[config.mk]
export PLATFORM = sky130hd
export DESIGN_NAME = rrag_top
export DESIGN_NICKNAME = d
export VERILOG_FILES = /design/src/rrag_pkg.sv /design/src/agu_if.sv /design/src/rrag_top.sv /design/src/rrag_issue.sv /design/src/agu_lane.sv /design/src/reg_scoreboard_file.sv
export VERILOG_INCLUDE_DIRS = /design/src
export SDC_FILE = /design/constraint.sdc
export NUM_CORES = 1
export LEC_CHECK = 0
export ABC_AREA = 1
export BUFFER_PORTS_ARGS = -buffer_cell sky130_fd_sc_hd__buf_2
export CORE_UTILIZATION = 45
export CTS_CLUSTER_SIZE = 20
export DETAILED_ROUTE_END_ITERATION = 10
export SLEW_MARGIN = 5
export SYNTH_ARGS = -nofsm -noshare
export SYNTH_HDL_FRONTEND = slang
export SYNTH_HIERARCHICAL = 1
export SYNTH_SLANG_ARGS = --single-unit
[constraint.sdc]
create_clock -name clk -period 17.9 [get_ports clk]
set_input_delay 5.37 -clock clk [delete_from_list [all_inputs] [get_ports clk]]
set_output_delay 5.37 -clock clk [all_outputs]
set_load 0.01 [all_outputs]
[src/rrag_defines.svh]
`ifndef RRAG_DEFINES_SVH
`define RRAG_DEFINES_SVH

// Register file sizes
`define RRAG_NUM_GPR 8
`define RRAG_NUM_SEG 8

// Register number widths
`define RRAG_GPR_AW 3
`define RRAG_SEG_AW 3

// Address lanes fed by the register file
`define RRAG_NUM_LANES 2

// Data and address width
`define RRAG_ADDR_W 32

// Segment base width, shifted up by 16 when added
`define RRAG_SEG_W 16

// Scale field, index shifted by 0 to 3
`define RRAG_SCALE_W 2

`endif
[src/rrag_pkg.sv]
`default_nettype none

`include "rrag_defines.svh"

package rrag_pkg;

    // Operand size, 1, 2, 4 or 8 bytes
    typedef enum logic [1:0] {
        OPSIZE_BYTE  = 2'd0,
        OPSIZE_WORD  = 2'd1,
        OPSIZE_DWORD = 2'd2,
        OPSIZE_QWORD = 2'd3
    } opsize_e;

    // Operands for one address lane
    typedef struct packed {
        logic                       used;
        logic [`RRAG_ADDR_W-1:0]    base;
        logic [`RRAG_ADDR_W-1:0]    index;
        logic                       base_pend;
        logic                       index_pend;
        logic                       use_base;
        logic                       use_index;
        logic [`RRAG_SCALE_W-1:0]   scale;
        logic [`RRAG_ADDR_W-1:0]    disp;
        logic [`RRAG_SEG_W-1:0]     seg;
        opsize_e                    size;
        // 1 for 32-bit offsets, 0 for 16-bit
        logic                       addr32;
    } lane_req_t;

    // Linear address range and dependency stall of one lane
    typedef struct packed {
        logic [`RRAG_ADDR_W-1:0]    start_addr;
        logic [`RRAG_ADDR_W-1:0]    end_addr;
        logic                       stall;
    } lane_res_t;

endpackage

`default_nettype wire

[src/agu_if.sv]
`timescale 1ns/1ns
`default_nettype none

// One address lane, operands in and address range out
interface agu_if;

    rrag_pkg::lane_req_t req;
    rrag_pkg::lane_res_t res;

    // Register file side
    modport src (
        output req
    );

    // Address lane
    modport lane (
        input  req,
        output res
    );

    // Issue stage side
    modport sink (
        input res
    );

endinterface

`default_nettype wire

[src/rrag_top.sv]
`timescale 1ns/1ns
`default_nettype none

`include "rrag_defines.svh"

module rrag_top (
    input  logic                        clk,
    input  logic                        rst,

    // Writeback
    input  logic                        wb_en,
    input  logic [`RRAG_GPR_AW-1:0]     wb_addr,
    input  logic [`RRAG_ADDR_W-1:0]     wb_data,
    input  logic                        wb_seg_en,
    input  logic [`RRAG_SEG_AW-1:0]     wb_seg_addr,
    input  logic [`RRAG_SEG_W-1:0]      wb_seg_data,

    // Instruction from decode
    input  logic                        in_valid,
    input  logic                        dest_valid,
    input  logic [`RRAG_GPR_AW-1:0]     dest_addr,
    input  logic [`RRAG_GPR_AW-1:0]     base_addr,
    input  logic [`RRAG_GPR_AW-1:0]     index_addr,
    input  logic [`RRAG_GPR_AW-1:0]     ptr_addr,
    input  logic [`RRAG_SEG_AW-1:0]     seg0_addr,
    input  logic [`RRAG_SEG_AW-1:0]     seg1_addr,
    input  logic                        use_base,
    input  logic                        use_index,
    input  logic                        mem0_used,
    input  logic                        mem1_used,
    input  logic [`RRAG_SCALE_W-1:0]    scale,
    input  logic [`RRAG_ADDR_W-1:0]     disp,
    input  logic [1:0]                  size,
    input  logic                        addr32,
    output logic                        stall,

    // To the memory stage
    input  logic                        hold,
    output logic                        out_valid,
    output logic [`RRAG_ADDR_W-1:0]     mem_addr0,
    output logic [`RRAG_ADDR_W-1:0]     mem_addr0_end,
    output logic [`RRAG_ADDR_W-1:0]     mem_addr1,
    output logic [`RRAG_ADDR_W-1:0]     mem_addr1_end
);

    logic accept;

    agu_if lane_bus [0:`RRAG_NUM_LANES-1] ();

    reg_scoreboard_file i_regfile (
        .clk         (clk),
        .rst         (rst),
        .wb_en       (wb_en),
        .wb_addr     (wb_addr),
        .wb_data     (wb_data),
        .wb_seg_en   (wb_seg_en),
        .wb_seg_addr (wb_seg_addr),
        .wb_seg_data (wb_seg_data),
        .accept      (accept),
        .dest_valid  (dest_valid),
        .dest_addr   (dest_addr),
        .base_addr   (base_addr),
        .index_addr  (index_addr),
        .ptr_addr    (ptr_addr),
        .seg0_addr   (seg0_addr),
        .seg1_addr   (seg1_addr),
        .use_base    (use_base),
        .use_index   (use_index),
        .mem0_used   (mem0_used),
        .mem1_used   (mem1_used),
        .scale       (scale),
        .disp        (disp),
        .size        (rrag_pkg::opsize_e'(size)),
        .addr32      (addr32),
        .lane        (lane_bus)
    );

    for (genvar i = 0; i < `RRAG_NUM_LANES; i++) begin : g_lane
        agu_lane i_lane (
            .io (lane_bus[i])
        );
    end

    rrag_issue i_issue (
        .clk           (clk),
        .rst           (rst),
        .in_valid      (in_valid),
        .hold          (hold),
        .lane          (lane_bus),
        .stall         (stall),
        .accept        (accept),
        .out_valid     (out_valid),
        .mem_addr0     (mem_addr0),
        .mem_addr0_end (mem_addr0_end),
        .mem_addr1     (mem_addr1),
        .mem_addr1_end (mem_addr1_end)
    );

endmodule

`default_nettype wire

[src/rrag_issue.sv]
`timescale 1ns/1ns
`default_nettype none

`include "rrag_defines.svh"

module rrag_issue (
    input  logic                        clk,
    input  logic                        rst,
    input  logic                        in_valid,
    input  logic                        hold,

    agu_if.sink                         lane [0:`RRAG_NUM_LANES-1],

    output logic                        stall,
    output logic                        accept,
    output logic                        out_valid,
    output logic [`RRAG_ADDR_W-1:0]     mem_addr0,
    output logic [`RRAG_ADDR_W-1:0]     mem_addr0_end,
    output logic [`RRAG_ADDR_W-1:0]     mem_addr1,
    output logic [`RRAG_ADDR_W-1:0]     mem_addr1_end
);

    localparam int PAIR_W = 2 * `RRAG_ADDR_W;

    logic [`RRAG_NUM_LANES-1:0]                 lane_stall;
    logic [`RRAG_NUM_LANES-1:0][PAIR_W-1:0]     addr_d;
    logic [`RRAG_NUM_LANES-1:0][PAIR_W-1:0]     addr_q;
    logic                                       out_held;

    // Gather lane results
    for (genvar i = 0; i < `RRAG_NUM_LANES; i++) begin : g_gather
        assign lane_stall[i] = lane[i].res.stall;
        assign addr_d[i]     = {lane[i].res.start_addr, lane[i].res.end_addr};
    end

    assign out_held = out_valid & hold;

    // Stall on a register dependency or a blocked output stage
    assign stall  = (|lane_stall) | out_held;
    assign accept = in_valid & ~stall;

    always_ff @(posedge clk) begin
        if (rst) begin
            out_valid <= 1'b0;
        end else if (!out_held) begin
            out_valid <= accept;
        end
    end

    // Accept is never high while the output is held
    always_ff @(posedge clk) begin
        if (accept) begin
            addr_q <= addr_d;
        end
    end

    assign mem_addr0     = addr_q[0][PAIR_W-1:`RRAG_ADDR_W];
    assign mem_addr0_end = addr_q[0][`RRAG_ADDR_W-1:0];
    assign mem_addr1     = addr_q[1][PAIR_W-1:`RRAG_ADDR_W];
    assign mem_addr1_end = addr_q[1][`RRAG_ADDR_W-1:0];

endmodule

`default_nettype wire

[src/agu_lane.sv]
`timescale 1ns/1ns
`default_nettype none

`include "rrag_defines.svh"

module agu_lane (
    agu_if.lane io
);

    localparam int OFS16_W = 16;
    localparam int LAST_W  = 3;

    logic [`RRAG_ADDR_W-1:0]    base_term;
    logic [`RRAG_ADDR_W-1:0]    index_term;
    logic [`RRAG_ADDR_W-1:0]    offset_full;
    logic [`RRAG_ADDR_W-1:0]    offset;
    logic [`RRAG_ADDR_W-1:0]    seg_lin;
    logic [`RRAG_ADDR_W-1:0]    start_addr;
    logic [LAST_W-1:0]          last_ofs;
    logic                       dep_stall;

    // Effective offset
    always_comb begin
        base_term   = io.req.use_base ? io.req.base : '0;
        index_term  = io.req.use_index ? (io.req.index << io.req.scale) : '0;
        offset_full = base_term + index_term + io.req.disp;
    end

    // 16-bit mode wraps the offset inside the segment
    assign offset = io.req.addr32 ? offset_full :
                    {{(`RRAG_ADDR_W-OFS16_W){1'b0}}, offset_full[OFS16_W-1:0]};

    // Segment base times 65536
    assign seg_lin    = {io.req.seg, {(`RRAG_ADDR_W-`RRAG_SEG_W){1'b0}}};
    assign start_addr = seg_lin + offset;

    // Size in bytes minus one
    always_comb begin
        case (io.req.size)
            rrag_pkg::OPSIZE_BYTE:  last_ofs = 3'd0;
            rrag_pkg::OPSIZE_WORD:  last_ofs = 3'd1;
            rrag_pkg::OPSIZE_DWORD: last_ofs = 3'd3;
            rrag_pkg::OPSIZE_QWORD: last_ofs = 3'd7;
            default:                last_ofs = 3'd0;
        endcase
    end

    // Only registers the lane actually reads can hold it up
    assign dep_stall = io.req.used &
                       ((io.req.use_base & io.req.base_pend) |
                        (io.req.use_index & io.req.index_pend));

    always_comb begin
        io.res.start_addr = start_addr;
        io.res.end_addr   = start_addr + {{(`RRAG_ADDR_W-LAST_W){1'b0}}, last_ofs};
        io.res.stall      = dep_stall;
    end

endmodule

`default_nettype wire

[src/reg_scoreboard_file.sv]
`timescale 1ns/1ns
`default_nettype none

`include "rrag_defines.svh"

module reg_scoreboard_file (
    input  logic                        clk,
    input  logic                        rst,

    input  logic                        wb_en,
    input  logic [`RRAG_GPR_AW-1:0]     wb_addr,
    input  logic [`RRAG_ADDR_W-1:0]     wb_data,
    input  logic                        wb_seg_en,
    input  logic [`RRAG_SEG_AW-1:0]     wb_seg_addr,
    input  logic [`RRAG_SEG_W-1:0]      wb_seg_data,

    input  logic                        accept,
    input  logic                        dest_valid,
    input  logic [`RRAG_GPR_AW-1:0]     dest_addr,

    input  logic [`RRAG_GPR_AW-1:0]     base_addr,
    input  logic [`RRAG_GPR_AW-1:0]     index_addr,
    input  logic [`RRAG_GPR_AW-1:0]     ptr_addr,
    input  logic [`RRAG_SEG_AW-1:0]     seg0_addr,
    input  logic [`RRAG_SEG_AW-1:0]     seg1_addr,
    input  logic                        use_base,
    input  logic                        use_index,
    input  logic                        mem0_used,
    input  logic                        mem1_used,
    input  logic [`RRAG_SCALE_W-1:0]    scale,
    input  logic [`RRAG_ADDR_W-1:0]     disp,
    input  rrag_pkg::opsize_e           size,
    input  logic                        addr32,

    agu_if.src                          lane [0:`RRAG_NUM_LANES-1]
);

    logic [`RRAG_ADDR_W-1:0]    gpr [`RRAG_NUM_GPR];
    logic [`RRAG_NUM_GPR-1:0]   pending;
    logic [`RRAG_SEG_W-1:0]     seg [`RRAG_NUM_SEG];

    rrag_pkg::lane_req_t        req0;
    rrag_pkg::lane_req_t        req1;

    // General registers and scoreboard
    always_ff @(posedge clk) begin
        if (rst) begin
            for (int k = 0; k < `RRAG_NUM_GPR; k++) begin
                gpr[k] <= '0;
            end
            pending <= '0;
        end else begin
            if (wb_en) begin
                gpr[wb_addr]     <= wb_data;
                pending[wb_addr] <= 1'b0;
            end
            // New destination wins over a writeback to the same register
            if (accept && dest_valid) begin
                pending[dest_addr] <= 1'b1;
            end
        end
    end

    // Segment bases carry no scoreboard
    always_ff @(posedge clk) begin
        if (rst) begin
            for (int k = 0; k < `RRAG_NUM_SEG; k++) begin
                seg[k] <= '0;
            end
        end else if (wb_seg_en) begin
            seg[wb_seg_addr] <= wb_seg_data;
        end
    end

    // Lane 0, full base + index*scale + disp form
    always_comb begin
        req0            = '0;
        req0.used       = mem0_used;
        req0.base       = gpr[base_addr];
        req0.index      = gpr[index_addr];
        req0.base_pend  = pending[base_addr];
        req0.index_pend = pending[index_addr];
        req0.use_base   = use_base;
        req0.use_index  = use_index;
        req0.scale      = scale;
        req0.disp       = disp;
        req0.seg        = seg[seg0_addr];
        req0.size       = size;
        req0.addr32     = addr32;
    end

    // Lane 1, pointer register only
    always_comb begin
        req1            = '0;
        req1.used       = mem1_used;
        req1.base       = gpr[ptr_addr];
        req1.base_pend  = pending[ptr_addr];
        req1.use_base   = 1'b1;
        req1.seg        = seg[seg1_addr];
        req1.size       = size;
        req1.addr32     = addr32;
    end

    assign lane[0].req = req0;
    assign lane[1].req = req1;

endmodule

`default_nettype wire

# Yosys cells after proc, flatten, opt, wreduce, memory -nomap -nowiden
# Memories as Yosys holds them, arrays and structs flattened.
# Cells that the tools add are included.
# W data, S select, Z words.
[totals]
mem_count = 2
out_inout_bits = 130
register_bits = 137
wordCells = 74
ramBits = 384
[memory_table]
columns = ["memory", "words", "word_bits", "rd", "rd_ports_with_merged_regs", "wr", "line_no", "rtl"]
rows = [
  ["i_regfile.gpr", 8, 32, 3, 0, 8, "reg_scoreboard_file.sv:38", "logic [`RRAG_ADDR_W-1:0] gpr [`RRAG_NUM_GPR];"],
  ["i_regfile.seg", 8, 16, 2, 0, 8, "reg_scoreboard_file.sv:40", "logic [`RRAG_SEG_W-1:0] seg [`RRAG_NUM_SEG];"],
]
[op_classes]
n_mux = 32
n_shift = 1
addsub = 6
n_eq_ne = 3
n_reduce_logical = 7
bitwise_logic = 12
order_cmp = 7
[op_table]
columns = ["cell", "n"]
rows = [
  ["$mux W32", 5],
  ["$add A32 B32 Y32", 4],
  ["$add A32 B3 Y32", 2],
  ["$reduce_or A32 Y1", 1],
  ["$shl A32 B2 Y32", 1],
  ["$mux W8", 3],
  ["$lt A3 B4 Y1 const B", 5],
  ["$mux W16", 1],
  ["$reduce_or A16 Y1", 1],
  ["$mux W1", 15],
  ["$pmux W3 S4", 1],
  ["$bmux W1 S3", 3],
  ["$and A8 B8 Y8", 1],
  ["$not A8 Y8", 1],
  ["$or A8 B8 Y8", 1],
  ["$and A1 B1 Y1", 6],
  ["$demux W1 S3", 2],
  ["$ge A3 B1 Y1 const B", 2],
  ["$mux W3", 2],
  ["$eq A2 B2 Y1 const B", 2],
  ["$logic_and A1 B1 Y1", 3],
  ["$eq A2 B1 Y1 const B", 1],
  ["$logic_not A2 Y1", 1],
  ["$or A1 B1 Y1", 2],
  ["other kinds (2)", 2],
]

# Logic depth before layout (Yosys ltp)
[depth]
word_depth = 11
depth_mapped = 43

# By module
# The synthesis kept the hierarchy.
[modules_own_cells]
columns = ["module", "instances", "cells_per_inst", "area_per_inst_um2"]
rows = [
  ["reg_scoreboard_file", 1, 3893, 26357.8],
  ["agu_lane at g_lane[0].i_lane", 1, 1027, 5780.5],
  ["agu_lane at g_lane[1].i_lane", 1, 1010, 5636.7],
  ["rrag_issue", 1, 137, 3900.0],
]

# Worst setup path after synthesis
# Ideal clock, no wire load.
[synth_timing]
kind = "in2reg"
from = "input ptr_addr[0]"
to = "register i_regfile.pending[0]"
path_buffers = 4
arrival_time_ns = 13.134
setup_slack_ns = 4.707
required_ns = 17.841
path_stages = 18
path_cell_list = "buf_2 buf_2 buf_2 nand2_1 nand3_1 nand2_1 nand2_1 nand2_1 nand2_1 a21boi_0 buf_4 nor2_2 nand2_2 nor2_1 nand2_1 nor3_1 nand2_1 nand2_1"
[synth_rtl]
columns = ["item", "line_no", "rtl"]
rows = [
  ["start: declaration", "rrag_top.sv:24", "input logic [`RRAG_GPR_AW-1:0] ptr_addr,"],
  ["end signal: assignment", "reg_scoreboard_file.sv:51", "pending <= '0;"],
  ["end signal: indexed assignment", "reg_scoreboard_file.sv:55", "pending[wb_addr] <= 1'b0;"],
  ["end signal: indexed assignment", "reg_scoreboard_file.sv:59", "pending[dest_addr] <= 1'b1;"],
  ["end: declaration", "reg_scoreboard_file.sv:39", "logic [`RRAG_NUM_GPR-1:0] pending;"],
]

==> flow_metrics.env <==
export IMPL_avgSynthCellArea_um2=6.87
export IMPL_synth_area_leader_cell="edfxtp_1"
export IMPL_cts_sinks=521
export IMPL_avgRoutedWirePerCell_um=19.8
export IMPL_start_util=0.455
export IMPL_seq_area_frac_synth=0.373
export IMPL_finalSetupViolCount=0
export IMPL_path_clk_slew_ps=60
export IMPL_skew_ps=35.4
export IMPL_synthFlopType="edfxtp_1"
export IMPL_antenna_found_initial=11
export IMPL_fp_dieW_um=306
export IMPL_dpl_hpwl_um=98300
export IMPL_dieArea_mm2=0.0938
export IMPL_cp_required_ps=12530
export IMPL_async_flop_share=0
export IMPL_drt_first_pass_iters=7
export IMPL_ys_ff_latch=521
export IMPL_port_buffers=249
export IMPL_cts_made_buffers=60
export IMPL_path_class="primary input to output port"
export IMPL_fmax_mhz=75.3
export IMPL_gp_congestion=0.928
export IMPL_hold_viol=0
export IMPL_post_synth_top_count_cell="nand2_1"
export IMPL_min_path_type="flop to flop"
export IMPL_overflow=0
export IMPL_dp_cells=7241
export IMPL_clockRootBuffer="clkbuf_16"
export IMPL_vias=38900
export IMPL_die_h_um=306
export IMPL_max_clock_path_buffers=3
export IMPL_synth_area_top_cells="edfxtp_1 37%, nand2_1 21%, nand3_1 8.1%"
export IMPL_nets=6401
export IMPL_ant_nets=0
export IMPL_min_period_ps=13280
export IMPL_finalNonFillerCells=7356
export IMPL_postCtsHoldBufs=0
export IMPL_synth_edf_count=512
export IMPL_status="completed"
export IMPL_wirelength_um=145000
export IMPL_slew_headroom=0.269
export IMPL_min_period_over_period=0.742
export IMPL_ys_top_cells_by_count="2367 x nand2_1, 874 x inv_1, 671 x nand3_1"
export IMPL_grt_usage=0.307
export IMPL_rsz0062_at_grt="false"
export IMPL_clk_latency_ps=680
export IMPL_drv_slew=0
export IMPL_vias_per_cell=5.29
export IMPL_num_rows=111
export IMPL_final_area_mm2=0.0449
export IMPL_num_io_pins=250
export IMPL_worst_path_max_fanout=40
export IMPL_yosysTopAreaCellShare=0.369
export IMPL_core_mm2=0.0917
export IMPL_power_density_mw_per_mm2=98.6
export IMPL_drive_above_1_share=0.0801
export IMPL_setup_tns_ps=0
export IMPL_placed_area_mm2=0.0429
export IMPL_areaGrowthSynthToFinish_pct=7.83
export IMPL_drc=0
export IMPL_grt_max_degree=79
export IMPL_cp_end_kind="output port"
export IMPL_ys_types=47
export IMPL_critical_path_startpoint_type="primary input"
export IMPL_drtIter0Drc=3625
export IMPL_vdd_drop_max_uv=76.9
export IMPL_grt_pass1_vias=36500
export IMPL_syn_area_mm2=0.0417
export IMPL_cts_tree="yes"
export IMPL_synthCells=6067
export IMPL_yosysWarnings=6
export IMPL_tightest_slew_ps=1090
export IMPL_grt_pass1_wl_um=219000
export IMPL_post_cts_buffers=0
export IMPL_power_leakage_uw=0.0234
export IMPL_arrival_ps=7910
export IMPL_postCtsResizedCells=0
export IMPL_htree_levels=2
export IMPL_max_cap_violations=0
## worst max-delay path, stage by stage
cell	delay (ps)
buf_2	100
buf_4	240
inv_2	520
buf_4	640
nand3_1	140
nand2_1	80
nand2_1	50
nand2_1	80
nand2_1	50
a21boi_0	230
nor2_2	110
nand2_2	100
buf_2	130
## per-stage QoR
stage / hold WS [ps] / total power [µW] / worst slack, ps / utilization
after floorplan: 445 / 2700 / 4710 / -
after global placement: 453 / 3150 / 4610 / 0.469
after detailed placement: 462 / 3160 / 4690 / 0.469
after CTS: 471 / 4420 / 4670 / 0.490
after global routing: 494 / 4690 / 4480 / 0.490
final: 472 / 4430 / 4620 / 0.490
## cell usage in the layout (no fill, tap or decap), types with 35 or more instances in the layout
master,n
mux2i_1,56
buf_2,246
nand4_1,41
nor2_1,579
a21oi_1,90
xor2_1,49
fa_1,68
nand2_1,2359
ha_1,96
edfxtp_1,512
clkbuf_16,60
buf_4,54
o21ai_0,35
conb_1,69
o22ai_1,56
inv_1,871
nand3_1,671
## cell families (layout without fill, tap and decap cells)
group,after synthesis,in the layout,synth area share
xor+xnor,70,70,0.0167
simple gates,3773,3773,0.374
buf+inv,1269,1301,0.131
compound gates,212,212,0.0292
other cells,2,73,0.000180
fa+ha+maj,164,164,0.0615
mux,56,56,0.0135
flops,521,521,0.373
## layer usage
layer / GRT usage / vias to the layer above / routed length [µm] / share of wire
met5: 0 / - / 0 / 0
met4: 0.141 / 0 / 7030 / 0.048
met3: 0.0475 / 342 / 12600 / 0.087
met2: 0.499 / 1755 / 65900 / 0.45
met1: 0.403 / 18000 / 59700 / 0.41
li1: - / 18900 / - / -
## sequential cells by signal (all words and copies together), names as in the netlist
| register | flops |
|---|---|
| i_issue/mem_addr1_end | 32 |
| i_regfile/pending | 8 |
| i_issue/out_valid | 1 |
| i_regfile/gpr | 256 |
| i_regfile/seg | 128 |
| i_issue/mem_addr1 | 32 |
| i_issue/mem_addr0_end | 32 |
| i_issue/mem_addr0 | 32 |
## area by class of cell
| class | instances | area, µm² |
|---|---|---|
| well taps | 1186 | 1480 |
| flip-flops and latches | 521 | 15600 |
| clock buffers | 75 | 1580 |
| repair buffers | 300 | 1640 |
| fillers | 9288 | 46700 |
| diodes | 4 | 10.0 |
| inverters | 890 | 3350 |
| clock inverters | 36 | 403 |
| multi-input cells | 4344 | 20900 |
## final timing paths
path | startpoint | cells after the start | slack [ps] | end
hold reg to reg | i_regfile/pending[7] | 2 | 470 | i_regfile/pending[7]
setup / recovery | base_addr[1] | 13 | 4620 | stall
hold / removal | i_regfile/pending[7] | 2 | 470 | i_regfile/pending[7]
setup reg to reg | i_regfile/gpr[5][3] | 31 | 11870 | i_issue/mem_addr0_end[29]
## where the power goes
part           switching [µW]  internal [µW]  total, µW
Clock                     526            737       1260
Combinational            1130            478       1610
Sequential               36.8           1520       1560
Note: power is estimated with default switching activity, not from simulation.
